--- config.mk ---
export PLATFORM = sky130hd
export DESIGN_NAME = cl_shell_lite
export DESIGN_NICKNAME = d
export VERILOG_FILES = /design/src/design/cl_shell_pkg.sv /design/src/design/axil_reg_slice.sv /design/src/design/ocl_req_join.sv /design/src/design/ocl_regfile.sv /design/src/design/ocl_rsp_split.sv /design/src/design/shell_status.sv /design/src/design/cl_shell_lite.sv
export VERILOG_INCLUDE_DIRS = /design/src /design/src/include
export SDC_FILE = /design/constraint.sdc
export NUM_CORES = 1
export LEC_CHECK = 0
export BUFFER_PORTS_ARGS = -buffer_cell sky130_fd_sc_hd__clkbuf_2
export CAP_MARGIN = 20
export CORE_MARGIN = 2
export CORE_UTILIZATION = 45
export CTS_CLUSTER_DIAMETER = 30
export DETAILED_ROUTE_END_ITERATION = 12
export PLACE_DENSITY = 0.67
export RECOVER_POWER = 50
export SLEW_MARGIN = 20
export SYNTH_ARGS = -nofsm -noshare
export SYNTH_HDL_FRONTEND = slang
export SYNTH_SLANG_ARGS = --single-unit
--- constraint.sdc ---
create_clock -name clk_main_a0 -period 3.6 [get_ports clk_main_a0]
set_clock_uncertainty 0.05 [all_clocks]
set_input_delay 0.36 -clock clk_main_a0 [delete_from_list [all_inputs] [get_ports clk_main_a0]]
set_output_delay 0.36 -clock clk_main_a0 [all_outputs]
set_load 0.005 [all_outputs]
--- src/include/cl_shell_cfg.svh ---
`ifndef CL_SHELL_CFG_SVH
`define CL_SHELL_CFG_SVH

// ocl bus widths
`define CL_AXIL_ADDR_W 32
`define CL_AXIL_DATA_W 32
`define CL_AXIL_STRB_W 4

// virtual dip and led width
`define CL_STATUS_W 16

// shell id words
`define CL_SH_ID0_VAL 32'hF000_1D0F
`define CL_SH_ID1_VAL 32'h1D51_FEDC

`define CL_VLED_PATTERN 16'hBEEF

// --------------------------------------------------
// register offsets
// --------------------------------------------------
`define CL_REG_ID0        32'h0000_0000
`define CL_REG_ID1        32'h0000_0004
`define CL_REG_VDIP       32'h0000_0008
`define CL_REG_CYCLES     32'h0000_000C
`define CL_REG_PRINT_STAT 32'h0000_0010
`define CL_REG_SCRATCH    32'h0000_0014

`endif

--- src/design/cl_shell_pkg.sv ---
`include "cl_shell_cfg.svh"

package cl_shell_pkg;

  typedef enum logic [1:0] {
    AXIL_OKAY   = 2'b00,
    AXIL_SLVERR = 2'b10
  } axil_resp_e;

  typedef enum logic {
    OCL_READ  = 1'b0,
    OCL_WRITE = 1'b1
  } ocl_op_e;

  // --------------------------------------------------
  // axi-lite channel payloads
  // --------------------------------------------------
  typedef struct packed {
    logic [`CL_AXIL_ADDR_W-1:0] addr;
  } axil_aw_s;

  typedef struct packed {
    logic [`CL_AXIL_DATA_W-1:0] data;
    logic [`CL_AXIL_STRB_W-1:0] strb;
  } axil_w_s;

  typedef struct packed {
    axil_resp_e resp;
  } axil_b_s;

  typedef struct packed {
    logic [`CL_AXIL_ADDR_W-1:0] addr;
  } axil_ar_s;

  typedef struct packed {
    logic [`CL_AXIL_DATA_W-1:0] data;
    axil_resp_e                 resp;
  } axil_r_s;

  // register access between join, regfile and split
  typedef struct packed {
    ocl_op_e                    op;
    logic [`CL_AXIL_ADDR_W-1:0] addr;
    logic [`CL_AXIL_DATA_W-1:0] data;
    logic [`CL_AXIL_STRB_W-1:0] strb;
  } ocl_req_s;

  typedef struct packed {
    ocl_op_e                    op;
    logic [`CL_AXIL_DATA_W-1:0] data;
    axil_resp_e                 resp;
  } ocl_rsp_s;

endpackage

--- src/design/axil_reg_slice.sv ---
`timescale 1ns/1ps
`include "cl_shell_cfg.svh"

module axil_reg_slice
  import cl_shell_pkg::*;
(
  input  logic     clk_main_a0,
  input  logic     rst_main_n_sync,
  // host side
  input  axil_aw_s s_aw_i,
  input  logic     s_awvalid_i,
  output logic     s_awready_o,
  input  axil_w_s  s_w_i,
  input  logic     s_wvalid_i,
  output logic     s_wready_o,
  output axil_b_s  s_b_o,
  output logic     s_bvalid_o,
  input  logic     s_bready_i,
  input  axil_ar_s s_ar_i,
  input  logic     s_arvalid_i,
  output logic     s_arready_o,
  output axil_r_s  s_r_o,
  output logic     s_rvalid_o,
  input  logic     s_rready_i,
  // core side
  output axil_aw_s m_aw_o,
  output logic     m_awvalid_o,
  input  logic     m_awready_i,
  output axil_w_s  m_w_o,
  output logic     m_wvalid_o,
  input  logic     m_wready_i,
  input  axil_b_s  m_b_i,
  input  logic     m_bvalid_i,
  output logic     m_bready_o,
  output axil_ar_s m_ar_o,
  output logic     m_arvalid_o,
  input  logic     m_arready_i,
  input  axil_r_s  m_r_i,
  input  logic     m_rvalid_i,
  output logic     m_rready_o
);

  localparam int NCH = 5;
  // widest payload is the W channel
  localparam int PW = `CL_AXIL_DATA_W + `CL_AXIL_STRB_W;
  localparam int CH_AW = 0;
  localparam int CH_W = 1;
  localparam int CH_AR = 2;
  localparam int CH_B = 3;
  localparam int CH_R = 4;

  logic [NCH-1:0] in_valid;
  logic [NCH-1:0] in_ready;
  logic [NCH-1:0] out_valid;
  logic [NCH-1:0] out_ready;
  logic [PW-1:0]  in_data  [NCH];
  logic [PW-1:0]  out_data [NCH];

  // --------------------------------------------------
  // channel mapping, payloads zero-extended to PW
  // --------------------------------------------------
  assign in_data[CH_AW] = PW'(s_aw_i);
  assign in_data[CH_W]  = PW'(s_w_i);
  assign in_data[CH_AR] = PW'(s_ar_i);
  assign in_data[CH_B]  = PW'(m_b_i);
  assign in_data[CH_R]  = PW'(m_r_i);

  assign in_valid  = {m_rvalid_i, m_bvalid_i, s_arvalid_i, s_wvalid_i, s_awvalid_i};
  assign out_ready = {s_rready_i, s_bready_i, m_arready_i, m_wready_i, m_awready_i};

  assign s_awready_o = in_ready[CH_AW];
  assign s_wready_o  = in_ready[CH_W];
  assign s_arready_o = in_ready[CH_AR];
  assign m_bready_o  = in_ready[CH_B];
  assign m_rready_o  = in_ready[CH_R];

  assign m_aw_o = axil_aw_s'(out_data[CH_AW][$bits(axil_aw_s)-1:0]);
  assign m_w_o  = axil_w_s'(out_data[CH_W][$bits(axil_w_s)-1:0]);
  assign m_ar_o = axil_ar_s'(out_data[CH_AR][$bits(axil_ar_s)-1:0]);
  assign s_b_o  = axil_b_s'(out_data[CH_B][$bits(axil_b_s)-1:0]);
  assign s_r_o  = axil_r_s'(out_data[CH_R][$bits(axil_r_s)-1:0]);

  assign m_awvalid_o = out_valid[CH_AW];
  assign m_wvalid_o  = out_valid[CH_W];
  assign m_arvalid_o = out_valid[CH_AR];
  assign s_bvalid_o  = out_valid[CH_B];
  assign s_rvalid_o  = out_valid[CH_R];

  // --------------------------------------------------
  // two-entry buffer per channel
  // --------------------------------------------------
  for (genvar ch = 0; ch < NCH; ch++) begin : g_ch
    logic [PW-1:0] mem_q [2];
    logic          wr_ptr_q;
    logic          rd_ptr_q;
    logic [1:0]    cnt_q;
    logic          push;
    logic          pop;

    assign push = in_valid[ch] && in_ready[ch];
    assign pop  = out_valid[ch] && out_ready[ch];

    // ready comes from a flop only, so no path through to the far side
    assign in_ready[ch]  = (cnt_q != 2'd2);
    assign out_valid[ch] = (cnt_q != 2'd0);
    assign out_data[ch]  = mem_q[rd_ptr_q];

    always_ff @(posedge clk_main_a0) begin
      if (!rst_main_n_sync) begin
        wr_ptr_q <= 1'b0;
        rd_ptr_q <= 1'b0;
        cnt_q    <= 2'd0;
      end else begin
        if (push) begin
          wr_ptr_q <= ~wr_ptr_q;
        end
        if (pop) begin
          rd_ptr_q <= ~rd_ptr_q;
        end
        cnt_q <= cnt_q + 2'(push) - 2'(pop);
      end
    end

    always_ff @(posedge clk_main_a0) begin
      if (push) begin
        mem_q[wr_ptr_q] <= in_data[ch];
      end
    end

    a_out_stable : assert property (@(posedge clk_main_a0) disable iff (!rst_main_n_sync)
      out_valid[ch] && !out_ready[ch] |=> out_valid[ch] && $stable(out_data[ch]));
  end

endmodule

--- src/design/ocl_req_join.sv ---
`timescale 1ns/1ps

module ocl_req_join
  import cl_shell_pkg::*;
(
  input  logic     clk_main_a0,
  input  logic     rst_main_n_sync,
  input  axil_aw_s aw_i,
  input  logic     awvalid_i,
  output logic     awready_o,
  input  axil_w_s  w_i,
  input  logic     wvalid_i,
  output logic     wready_o,
  input  axil_ar_s ar_i,
  input  logic     arvalid_i,
  output logic     arready_o,
  output ocl_req_s req_o,
  output logic     req_valid_o,
  input  logic     req_ready_i
);

  ocl_req_s req_q;
  logic     req_valid_q;
  logic     load;
  logic     take_rd;
  logic     take_wr;

  // output slot is free or being accepted this cycle
  assign load = !req_valid_q || req_ready_i;

  // reads win; a write needs address and data together
  assign take_rd = load && arvalid_i;
  assign take_wr = load && !arvalid_i && awvalid_i && wvalid_i;

  assign arready_o = take_rd;
  assign awready_o = take_wr;
  assign wready_o  = take_wr;

  always_ff @(posedge clk_main_a0) begin
    if (!rst_main_n_sync) begin
      req_valid_q <= 1'b0;
    end else if (load) begin
      req_valid_q <= take_rd || take_wr;
    end
  end

  always_ff @(posedge clk_main_a0) begin
    if (take_rd) begin
      req_q <= '{op: OCL_READ, addr: ar_i.addr, data: '0, strb: '0};
    end else if (take_wr) begin
      req_q <= '{op: OCL_WRITE, addr: aw_i.addr, data: w_i.data, strb: w_i.strb};
    end
  end

  assign req_o       = req_q;
  assign req_valid_o = req_valid_q;

  a_req_hold : assert property (@(posedge clk_main_a0) disable iff (!rst_main_n_sync)
    req_valid_o && !req_ready_i |=> req_valid_o && $stable(req_o));

endmodule

--- src/design/ocl_regfile.sv ---
`timescale 1ns/1ps
`include "cl_shell_cfg.svh"

module ocl_regfile
  import cl_shell_pkg::*;
(
  input  logic                       clk_main_a0,
  input  logic                       rst_main_n_sync,
  input  ocl_req_s                   req_i,
  input  logic                       req_valid_i,
  output logic                       req_ready_o,
  output ocl_rsp_s                   rsp_o,
  output logic                       rsp_valid_o,
  input  logic                       rsp_ready_i,
  input  logic [`CL_STATUS_W-1:0]    vdip_sync_i,
  output logic                       print_stat_v_o,
  output logic [`CL_AXIL_DATA_W-1:0] print_stat_tag_o
);

  logic [`CL_AXIL_DATA_W-1:0] cycles_q;
  logic [`CL_AXIL_DATA_W-1:0] scratch_q;
  logic [`CL_AXIL_DATA_W-1:0] tag_q;
  logic [`CL_AXIL_DATA_W-1:0] rd_data;
  logic                       hit;
  logic                       req_fire;
  logic                       is_wr;
  logic                       wr_scratch;
  logic                       wr_print;
  logic                       print_v_q;
  logic                       rsp_valid_q;
  ocl_rsp_s                   rsp_q;

  assign req_ready_o = !rsp_valid_q || rsp_ready_i;
  assign req_fire    = req_valid_i && req_ready_o;
  assign is_wr       = (req_i.op == OCL_WRITE);
  assign wr_scratch  = req_fire && is_wr && (req_i.addr == `CL_REG_SCRATCH);
  assign wr_print    = req_fire && is_wr && (req_i.addr == `CL_REG_PRINT_STAT);

  // --------------------------------------------------
  // address decode
  // --------------------------------------------------
  always_comb begin
    hit     = 1'b1;
    rd_data = '0;
    case (req_i.addr)
      `CL_REG_ID0:        rd_data = `CL_SH_ID0_VAL;
      `CL_REG_ID1:        rd_data = `CL_SH_ID1_VAL;
      `CL_REG_VDIP:       rd_data = `CL_AXIL_DATA_W'(vdip_sync_i);
      `CL_REG_CYCLES:     rd_data = cycles_q;
      `CL_REG_PRINT_STAT: rd_data = tag_q;
      `CL_REG_SCRATCH:    rd_data = scratch_q;
      default:            hit = 1'b0;
    endcase
  end

  always_ff @(posedge clk_main_a0) begin
    if (!rst_main_n_sync) begin
      cycles_q    <= '0;
      scratch_q   <= '0;
      tag_q       <= '0;
      print_v_q   <= 1'b0;
      rsp_valid_q <= 1'b0;
    end else begin
      cycles_q  <= cycles_q + 1'b1;
      // one-cycle strobe per print-stat write
      print_v_q <= wr_print;
      if (wr_print) begin
        tag_q <= req_i.data;
      end
      if (wr_scratch) begin
        for (int b = 0; b < `CL_AXIL_STRB_W; b++) begin
          if (req_i.strb[b]) begin
            scratch_q[8*b +: 8] <= req_i.data[8*b +: 8];
          end
        end
      end
      if (req_ready_o) begin
        rsp_valid_q <= req_valid_i;
      end
    end
  end

  // response payload, read data zero on writes and misses
  always_ff @(posedge clk_main_a0) begin
    if (req_fire) begin
      rsp_q.op   <= req_i.op;
      rsp_q.data <= is_wr ? '0 : rd_data;
      rsp_q.resp <= hit ? AXIL_OKAY : AXIL_SLVERR;
    end
  end

  assign rsp_o            = rsp_q;
  assign rsp_valid_o      = rsp_valid_q;
  assign print_stat_v_o   = print_v_q;
  assign print_stat_tag_o = tag_q;

endmodule

--- src/design/ocl_rsp_split.sv ---
`timescale 1ns/1ps

module ocl_rsp_split
  import cl_shell_pkg::*;
(
  input  logic     clk_main_a0,
  input  logic     rst_main_n_sync,
  input  ocl_rsp_s rsp_i,
  input  logic     rsp_valid_i,
  output logic     rsp_ready_o,
  output axil_b_s  b_o,
  output logic     bvalid_o,
  input  logic     bready_i,
  output axil_r_s  r_o,
  output logic     rvalid_o,
  input  logic     rready_i
);

  ocl_rsp_s rsp_q;
  logic     valid_q;
  logic     drain;

  // opcode picks the channel
  assign bvalid_o = valid_q && (rsp_q.op == OCL_WRITE);
  assign rvalid_o = valid_q && (rsp_q.op == OCL_READ);

  assign drain       = (bvalid_o && bready_i) || (rvalid_o && rready_i);
  assign rsp_ready_o = !valid_q || drain;

  always_ff @(posedge clk_main_a0) begin
    if (!rst_main_n_sync) begin
      valid_q <= 1'b0;
    end else if (rsp_ready_o) begin
      valid_q <= rsp_valid_i;
    end
  end

  always_ff @(posedge clk_main_a0) begin
    if (rsp_valid_i && rsp_ready_o) begin
      rsp_q <= rsp_i;
    end
  end

  assign b_o.resp = rsp_q.resp;
  assign r_o.data = rsp_q.data;
  assign r_o.resp = rsp_q.resp;

  a_one_channel : assert property (@(posedge clk_main_a0) disable iff (!rst_main_n_sync)
    !(bvalid_o && rvalid_o));

endmodule

--- src/design/shell_status.sv ---
`timescale 1ns/1ps
`include "cl_shell_cfg.svh"

module shell_status (
  input  logic                    clk_main_a0,
  input  logic                    rst_main_n_sync,
  input  logic [`CL_STATUS_W-1:0] sh_cl_status_vdip_i,
  output logic [`CL_STATUS_W-1:0] vdip_sync_o,
  output logic [`CL_STATUS_W-1:0] cl_sh_status_vled_o
);

  logic [`CL_STATUS_W-1:0] vdip_q;
  logic [`CL_STATUS_W-1:0] vdip_q2;
  logic [`CL_STATUS_W-1:0] vled_q;
  logic [`CL_STATUS_W-1:0] vled_out_q;

  // dip: two flops in from the shell
  // led: pattern reaches the pin two cycles out of reset
  always_ff @(posedge clk_main_a0) begin
    if (!rst_main_n_sync) begin
      vdip_q     <= '0;
      vdip_q2    <= '0;
      vled_q     <= '0;
      vled_out_q <= '0;
    end else begin
      vdip_q     <= sh_cl_status_vdip_i;
      vdip_q2    <= vdip_q;
      vled_q     <= `CL_VLED_PATTERN;
      vled_out_q <= vled_q;
    end
  end

  assign vdip_sync_o         = vdip_q2;
  assign cl_sh_status_vled_o = vled_out_q;

endmodule

--- src/design/cl_shell_lite.sv ---
`timescale 1ns/1ps
`include "cl_shell_cfg.svh"

module cl_shell_lite
  import cl_shell_pkg::*;
(
  input  logic                       clk_main_a0,
  input  logic                       rst_main_n_sync,
  // ocl host channels
  input  axil_aw_s                   sh_ocl_aw_i,
  input  logic                       sh_ocl_awvalid_i,
  output logic                       ocl_sh_awready_o,
  input  axil_w_s                    sh_ocl_w_i,
  input  logic                       sh_ocl_wvalid_i,
  output logic                       ocl_sh_wready_o,
  output axil_b_s                    ocl_sh_b_o,
  output logic                       ocl_sh_bvalid_o,
  input  logic                       sh_ocl_bready_i,
  input  axil_ar_s                   sh_ocl_ar_i,
  input  logic                       sh_ocl_arvalid_i,
  output logic                       ocl_sh_arready_o,
  output axil_r_s                    ocl_sh_r_o,
  output logic                       ocl_sh_rvalid_o,
  input  logic                       sh_ocl_rready_i,
  // shell status
  input  logic [`CL_STATUS_W-1:0]    sh_cl_status_vdip_i,
  output logic [`CL_STATUS_W-1:0]    cl_sh_status_vled_o,
  output logic [31:0]                cl_sh_id0_o,
  output logic [31:0]                cl_sh_id1_o,
  output logic                       print_stat_v_o,
  output logic [`CL_AXIL_DATA_W-1:0] print_stat_tag_o
);

  // --------------------------------------------------
  // slice to core wires
  // --------------------------------------------------
  axil_aw_s m_aw;
  logic     m_awvalid;
  logic     m_awready;
  axil_w_s  m_w;
  logic     m_wvalid;
  logic     m_wready;
  axil_b_s  m_b;
  logic     m_bvalid;
  logic     m_bready;
  axil_ar_s m_ar;
  logic     m_arvalid;
  logic     m_arready;
  axil_r_s  m_r;
  logic     m_rvalid;
  logic     m_rready;

  ocl_req_s                req;
  logic                    req_valid;
  logic                    req_ready;
  ocl_rsp_s                rsp;
  logic                    rsp_valid;
  logic                    rsp_ready;
  logic [`CL_STATUS_W-1:0] vdip_sync;

  assign cl_sh_id0_o = `CL_SH_ID0_VAL;
  assign cl_sh_id1_o = `CL_SH_ID1_VAL;

  axil_reg_slice axil_reg_slice_i (
    .clk_main_a0    (clk_main_a0),
    .rst_main_n_sync(rst_main_n_sync),
    .s_aw_i         (sh_ocl_aw_i),
    .s_awvalid_i    (sh_ocl_awvalid_i),
    .s_awready_o    (ocl_sh_awready_o),
    .s_w_i          (sh_ocl_w_i),
    .s_wvalid_i     (sh_ocl_wvalid_i),
    .s_wready_o     (ocl_sh_wready_o),
    .s_b_o          (ocl_sh_b_o),
    .s_bvalid_o     (ocl_sh_bvalid_o),
    .s_bready_i     (sh_ocl_bready_i),
    .s_ar_i         (sh_ocl_ar_i),
    .s_arvalid_i    (sh_ocl_arvalid_i),
    .s_arready_o    (ocl_sh_arready_o),
    .s_r_o          (ocl_sh_r_o),
    .s_rvalid_o     (ocl_sh_rvalid_o),
    .s_rready_i     (sh_ocl_rready_i),
    .m_aw_o         (m_aw),
    .m_awvalid_o    (m_awvalid),
    .m_awready_i    (m_awready),
    .m_w_o          (m_w),
    .m_wvalid_o     (m_wvalid),
    .m_wready_i     (m_wready),
    .m_b_i          (m_b),
    .m_bvalid_i     (m_bvalid),
    .m_bready_o     (m_bready),
    .m_ar_o         (m_ar),
    .m_arvalid_o    (m_arvalid),
    .m_arready_i    (m_arready),
    .m_r_i          (m_r),
    .m_rvalid_i     (m_rvalid),
    .m_rready_o     (m_rready)
  );

  ocl_req_join ocl_req_join_i (
    .clk_main_a0    (clk_main_a0),
    .rst_main_n_sync(rst_main_n_sync),
    .aw_i           (m_aw),
    .awvalid_i      (m_awvalid),
    .awready_o      (m_awready),
    .w_i            (m_w),
    .wvalid_i       (m_wvalid),
    .wready_o       (m_wready),
    .ar_i           (m_ar),
    .arvalid_i      (m_arvalid),
    .arready_o      (m_arready),
    .req_o          (req),
    .req_valid_o    (req_valid),
    .req_ready_i    (req_ready)
  );

  ocl_regfile ocl_regfile_i (
    .clk_main_a0     (clk_main_a0),
    .rst_main_n_sync (rst_main_n_sync),
    .req_i           (req),
    .req_valid_i     (req_valid),
    .req_ready_o     (req_ready),
    .rsp_o           (rsp),
    .rsp_valid_o     (rsp_valid),
    .rsp_ready_i     (rsp_ready),
    .vdip_sync_i     (vdip_sync),
    .print_stat_v_o  (print_stat_v_o),
    .print_stat_tag_o(print_stat_tag_o)
  );

  ocl_rsp_split ocl_rsp_split_i (
    .clk_main_a0    (clk_main_a0),
    .rst_main_n_sync(rst_main_n_sync),
    .rsp_i          (rsp),
    .rsp_valid_i    (rsp_valid),
    .rsp_ready_o    (rsp_ready),
    .b_o            (m_b),
    .bvalid_o       (m_bvalid),
    .bready_i       (m_bready),
    .r_o            (m_r),
    .rvalid_o       (m_rvalid),
    .rready_i       (m_rready)
  );

  shell_status shell_status_i (
    .clk_main_a0        (clk_main_a0),
    .rst_main_n_sync    (rst_main_n_sync),
    .sh_cl_status_vdip_i(sh_cl_status_vdip_i),
    .vdip_sync_o        (vdip_sync),
    .cl_sh_status_vled_o(cl_sh_status_vled_o)
  );

endmodule

=== Word-level counts from Yosys, hierarchy flattened ===
Memories as Yosys holds them, arrays and structs flattened. A register that Yosys moved wholly into a read port is not among the register bits.
Cells that the tools add are included.
W data, S select, Z words.

* Input bits: 123
* Memories kept: 5
* Memory bits (writable): 272
* Bits in registers: 323
* Output and inout port bits: 154
* Word-level logic and storage cells: 144

{| class="wikitable"
|+ Memory list
! memory !! words !! bits a word !! read ports !! clocked after memory_dff !! wr ports !! line !! source
|-
| axil_reg_slice_i.g_ch[1].mem_q || 2 || 36 || 1 || 1 || 1 || axil_reg_slice.sv:93 || <nowiki>logic [PW-1:0] mem_q [2];</nowiki>
|-
| axil_reg_slice_i.g_ch[4].mem_q || 2 || 34 || 1 || 1 || 1 || axil_reg_slice.sv:93 ||
|-
| axil_reg_slice_i.g_ch[0].mem_q || 2 || 32 || 1 || 1 || 1 || axil_reg_slice.sv:93 ||
|-
| axil_reg_slice_i.g_ch[2].mem_q || 2 || 32 || 1 || 1 || 1 || axil_reg_slice.sv:93 ||
|-
| axil_reg_slice_i.g_ch[3].mem_q || 2 || 2 || 1 || 1 || 1 || axil_reg_slice.sv:93 ||
|}

* Reduce and logical (&&, ||, !) cells: 42
* Add/sub/neg operators: 11
* Bitwise gates (word level): 11
* Eq/ne operators: 10
* Multiplexer cells: 26

{| class="wikitable"
|+ Operators by type and width
! kind !! count
|-
| $pmux W32 S6 || 1
|-
| $mux W68 || 2
|-
| $eq A32 B4 Y1 const B || 2
|-
| $eq A32 B5 Y1 const B || 2
|-
| $add A32 B1 Y32 const B || 1
|-
| $eq A32 B3 Y1 const B || 1
|-
| $logic_not A32 Y1 || 1
|-
| $logic_and A1 B1 Y1 || 21
|-
| $mux W1 || 21
|-
| $mux W16 || 1
|-
| $reduce_bool A2 Y1 || 6
|-
| $not A1 Y1 || 11
|-
| $add A2 B1 Y2 || 5
|-
| $ne A2 B2 Y1 const B || 5
|-
| $sub A2 B1 Y2 || 5
|-
| $reduce_and A2 Y1 || 4
|-
| $reduce_or A6 Y1 || 1
|-
| $logic_or A1 B1 Y1 || 5
|-
| $logic_not A1 Y1 || 4
|-
| $mux W2 || 1
|}

=== Longest topological paths before layout ===
* Word-level depth: 13
* Gate-level depth with buffers: 12
* Mapped depth without buffers: 10

=== Modules after synthesis ===
Synthesis repeated with hierarchy kept, for this count alone.

* Cell total of the unflattened synthesis: 1712
* Area, all modules: 23242.3 µm²

{| class="wikitable"
|+ Modules (own cells, without submodules)
! module !! times used !! sequential area each (µm²) !! cells an instance !! area an instance (µm²)
|-
| axil_reg_slice || 1 || 8668.3 || 563 || 11101.9
|-
| ocl_regfile || 1 || 2982.9 || 679 || 6313.6
|-
| ocl_req_join || 1 || 1721.7 || 239 || 2884.0
|-
| ocl_rsp_split || 1 || 1071.0 || 79 || 1395.1
|-
| shell_status || 1 || 680.7 || 86 || 1059.8
|-
| cl_shell_lite || 1 || 0.0 || 66 || 488.0
|}

=== Worst setup path after synthesis ===
No wires, ideal clock.

* Path type: reg2reg
* Start: register ocl_rsp_split_i.rsp_q[34] in the netlist's numbering
* End: register ocl_rsp_split_i.rsp_q, in the netlist ocl_rsp_split_i.b_o[1] (enable)
* Buffers on the path: 0
* Arrival: 3.181 ns
* Cell stages (with the launch flop): 3
* Clock period less this slack: 3.706 ns
* Path slack: -0.106 ns
* Required time: 3.075 ns
* Setup time: 0.475 ns
* Path through: edfxtp_1 and4b_1 nor3b_1

* Word-level cells in the longest chain between the ends: 6
* Elaborated cells on any way between the ends: 8
* Those cells by class: bitwise: 1; reduce/logical: 7

{| class="wikitable"
|+ Ends and longest elaborated chain
! what !! line !! source
|-
| start: declaration || ocl_rsp_split.sv:19 || <nowiki>ocl_rsp_s rsp_q;</nowiki>
|-
| start signal: assignment || ocl_rsp_split.sv:40 || <nowiki>rsp_q <= rsp_i;</nowiki>
|-
| $not A1 Y1 || ocl_rsp_split.sv:25 || <nowiki>assign rvalid_o = valid_q && (rsp_q.op == OCL_READ);</nowiki>
|-
| $logic_and A1 B1 Y1 || ocl_rsp_split.sv:25 ||
|-
| $logic_and A1 B1 Y1 || ocl_rsp_split.sv:27 || <nowiki>assign drain = (bvalid_o && bready_i) || (rvalid_o && rready_i);</nowiki>
|-
| $logic_or A1 B1 Y1 (*) || ocl_rsp_split.sv:27 ||
|-
| $logic_or A1 B1 Y1 (*) || ocl_rsp_split.sv:28 || <nowiki>assign rsp_ready_o = !valid_q || drain;</nowiki>
|-
| $logic_and A1 B1 Y1 (*) || ocl_rsp_split.sv:39 || <nowiki>if (rsp_valid_i && rsp_ready_o) begin</nowiki>
|}

Every way passes the cells marked *; elsewhere a longest branch is shown, timed or not.
A chain may end at the register's enable or synchronous reset.

=== Worst setup path in the final report ===
* Start: register axil_reg_slice_i.g_ch[0].cnt_q[0]
* End: memory axil_reg_slice_i.g_ch[0].mem_q[0][11] in the netlist's numbering (enable)

* Word-level cells in the longest chain between the ends: 4

{| class="wikitable"
|+ Ends and longest elaborated chain
! what !! line !! source
|-
| start: declaration || axil_reg_slice.sv:96 || <nowiki>logic [1:0] cnt_q;</nowiki>
|-
| start signal: assignment || axil_reg_slice.sv:120 || <nowiki>cnt_q <= cnt_q + 2'(push) - 2'(pop);</nowiki>
|-
| $ne A2 B2 Y1 || axil_reg_slice.sv:104 || <nowiki>assign in_ready[ch] = (cnt_q != 2'd2);</nowiki>
|-
| $logic_and A1 B1 Y1 || axil_reg_slice.sv:100 || <nowiki>assign push = in_valid[ch] && in_ready[ch];</nowiki>
|-
| $mux W1 || axil_reg_slice.sv:125 || <nowiki>if (push) begin</nowiki>
|-
| $mux W1 (not written as such) || axil_reg_slice.sv:126 || <nowiki>mem_q[wr_ptr_q] <= in_data[ch];</nowiki>
|-
| end: declaration || axil_reg_slice.sv:93 ||
|}

No other way between the ends.

==> results.md <==
* Die X-Extent at 224.8 microns
* Worst IR Drop VDD at 0.0004178 V
* Syn Area/Cell at 13.98 sq um
* Routed Antenna Nets at 0
* Die height at between 200 and 250 microns
* CP Class: flop to flop
* Hold Path Depth at 4
* Delay-heaviest family, CP: buffers and inverters
* Clk Latency, worst-skew pair at 640 ps
* Clk root buf: clkbuf_16
* Largest net degree at the start of global routing at 144
* Slowest cell delay on critical path at 1150 ps
* Final instance area at roughly 28000 sq um
* Count of state elements after synthesis at 564
* DR vias at 13.28k
* Filler instances at 3800
* Yosys top cell area share at 50.36%
* Area contributors post-synth: edfxtp_1 50%, dfxtp_1 18%, mux2i_1 8.3%, buf_4 2.8%, nand2_1 2.7%
* DP Wirelength at ~31 mm
* CTS tree: done
* Total power at 21.34 mW
* Total number of yosys warnings at 0
* CP bufs+invs at 1
* CTS buffer count at 100
* Primary FF master, synth: edfxtp_1
* First-pass GRT wire length at ~74 mm
* PwrDens at 770.4 nW/um^2
* Min Tclk post-route at 3067 ps
* Total grt overflow at 0
* Vias in the first global route at 13.15k
* # port buffers at 207
* DP Area at approximately 23000 sq um
* Slew HR at -76.64%
* Hold Vio Cnt, Final at 0
* DP Cell Count at around 2.3k
* Reg-to-reg setup timing slack at ~530 ps
* Crit. path cell count at 4
* Clock Sinks at between 500 and 600
* Initial core utilization at 45.76%
* RR Startpoint: axil_reg_slice_i.g_ch[0].cnt_q[0]
* RSZ-0062 raised after global routing: false
* Post-synth EDFFs at about 370
* CP Data Required Time at about 3800 ps
* Final #Nets at about 2k
* R2R Path End: axil_reg_slice_i.g_ch[0].mem_q[0][11]
* IO Pins at 277
* Status: finished, violations left
* DRC Markers at 0
* Slew Limit Fails at approximately 210
* Syn Std Cell Area at 21940 sq um
* Clock slew at the register clock pins of the worst setup and hold paths at 50 ps
* Routed wire per std cell at 18.36 microns
* Gate Count Post-Synth at 1569
* DR pass1 iterations at 5
* Distinct cell type count after synthesis at 54
* Hold endpoint: axil_reg_slice_i.g_ch[1].wr_ptr_q
* Finished Layout Cells at 2625
* Min-Delay Path Class: input port to flop
* Area of the core at approximately 48000 sq um
* Slew @ Worst Pin at approximately 2600 ps
* Leading area contributor after synthesis: edfxtp_1
* Area growth syn-to-layout at 26.26%
* Max Cap Viol at 3
* Die Footprint at about 50000 sq um
* GP Congestion at 0.8432
* Initial antenna violation count at 1
* Hold path start: sh_ocl_wvalid_i
* Final Cycle Share at 85.19%
* Static Leakage at 10.02 nW
* Critical path startpoint category: flop
* Final setup margin at 533.1 ps
* Slowest CP cell: clkbuf_1
* Failing checks: max-capacitance violations, max-slew violations
* Crit end category: flop
* CTS max path bufs at 3
* Routed WL at slightly below 50 mm
* DR iter-0 viols at 886
* CTS H-tree lvls at 3
* Fmax at 326.1 MHz
* GRT Overall Usage at 19.00%
* Reg2Reg Depth at 4
* Critical Path, Cell by Cell: nand2b_1 -> nand2_1 -> nor2_1 -> clkbuf_1
* Setup Viol. Count Final at 0
* FP Rows at 80
* CP Max Fanout at 23
* Setup_tns at 0 ps
* Crit path DAT at 3240 ps
* Sequential fraction of the synthesis area at 68.24%
* Share of flip-flops with an asynchronous set or reset at 0%
* Placement Setup Slack at 870.7 ps
* Setup Buffers After CTS at 0
* Fraction of layout cells with a size suffix above 1 at 19.56%
* Via/cell ratio at 5.058
worst max path at each step:
stage | startpoint | end
finish | axil_reg_slice_i.g_ch[0].cnt_q[0] | axil_reg_slice_i.g_ch[0].mem_q[0][11]
detailed placement | ocl_req_join_i.req_o[57] | ocl_regfile_i.print_stat_tag_o[31]
CTS | ocl_req_join_i.req_o[57] | ocl_regfile_i.print_stat_tag_o[9]
global placement | ocl_req_join_i.req_o[57] | ocl_regfile_i.print_stat_tag_o[23]
floorplan | ocl_rsp_split_i.rsp_q[34] | axil_reg_slice_i.g_ch[0].cnt_q[1]
global route | axil_reg_slice_i.g_ch[0].cnt_q[0] | axil_reg_slice_i.g_ch[0].mem_q[0][11]
routing by layer:
layer	share of wire [%]	GRT usage, %	vias up
met5	0	0	-
met4	2.4	8.075	0
met3	5.9	4.389	64
met2	48	29.63	380
met1	44	25.58	6460
li1	-	-	6374
flip-flops by register name, indices dropped and copies added (netlist names), 16 cells and up, named ones only:
register	cells
ocl_regfile_i.print_stat_tag_o	32
ocl_rsp_split_i.r_o	32
ocl_req_join_i.req_o	69
ocl_regfile_i.cycles_q	32
shell_status_i.vdip_sync_o	16
shell_status_i.vdip_q	16
ocl_regfile_i.rsp_o	34
axil_reg_slice_i.g_ch.mem_q	268
ocl_regfile_i.scratch_q	32
layout by cell type (no fill, tap or decap), drive strengths merged, types with 7 or more instances in the layout:
cell type,n
clkinvlp,11
a22oi,13
buf,21
clkinv,27
a21oi,39
o31ai,13
nor4,15
xor2,16
xnor2,14
dlygate4sd3,116
conb,69
and3,7
nand2,158
nand3,16
nor2,55
o22ai,33
and2,49
edfxtp,368
o2bb2ai,36
mux2i,181
bufinv,8
inv,55
mux2,52
nand2b,13
dfxtp,196
clkbuf,324
ha,11
or4,13
o211ai,14
o21a,7
nand4,17
cell type report:
type	instances	area, sq um	share of cell area, %
tap	615	769.5	2.777
sequential	564	14980	54.08
multi-input combinational	883	6192	22.35
timing repair buffer	350	2283	8.242
clock inverter	78	803.3	2.899
clock buffer	111	2585	9.330
antenna	1	2.502	0.009032
inverter	23	86.33	0.3116
cell usage after synthesis (16+ instances only):
master / number
and2_1: 48
mux2i_1: 181
o22ai_1: 33
xor2_1: 16
o2bb2ai_1: 36
dfxtp_1: 196
nand3_1: 16
nor2_1: 42
nand2_1: 158
clkbuf_1: 63
edfxtp_1: 368
a21oi_1: 32
nand4_1: 17
inv_1: 22
buf_4: 81
mux2_2: 52
tightest hold or removal path: stages:
cell and delay (ps):
clkbuf_2 90, nand2_1 110, xor2_1 80, nor2_1 90
stage by stage:
step	hold slack, ps	util (%)
global route	85.67	57.78
detailed placement	354.5	48.63
CTS	75.54	58.12
floorplan	337.7	-
global placement	357.0	48.58
finish	87.19	57.78
cells by family after synthesis:
logic type | Yosys count | share of synthesized area [%]
flip-flops | 564 | 68.24
AND/OR/NAND/NOR | 370 | 8.616
multiplexers | 233 | 10.93
buffers and inverters | 189 | 4.830
AO/OA/AOI/OAI | 170 | 5.525
XOR/XNOR | 30 | 1.197
adder cells (fa/ha/maj) | 11 | 0.6272
other | 2 | 0.03423
timing repair:
action	4_1_cts	5_1_grt
endpoints found under the hold margin	216	0
resized for setup	0	0
hold buffers	116	0
report_power, final:
group | internal, mW | switching (mW)
registers | 8.23 | 0.677
logic | 1.31 | 1.86
clock network | 5.87 | 3.39
total | 15.4 | 5.93
(Power assumes the default switching activity.)
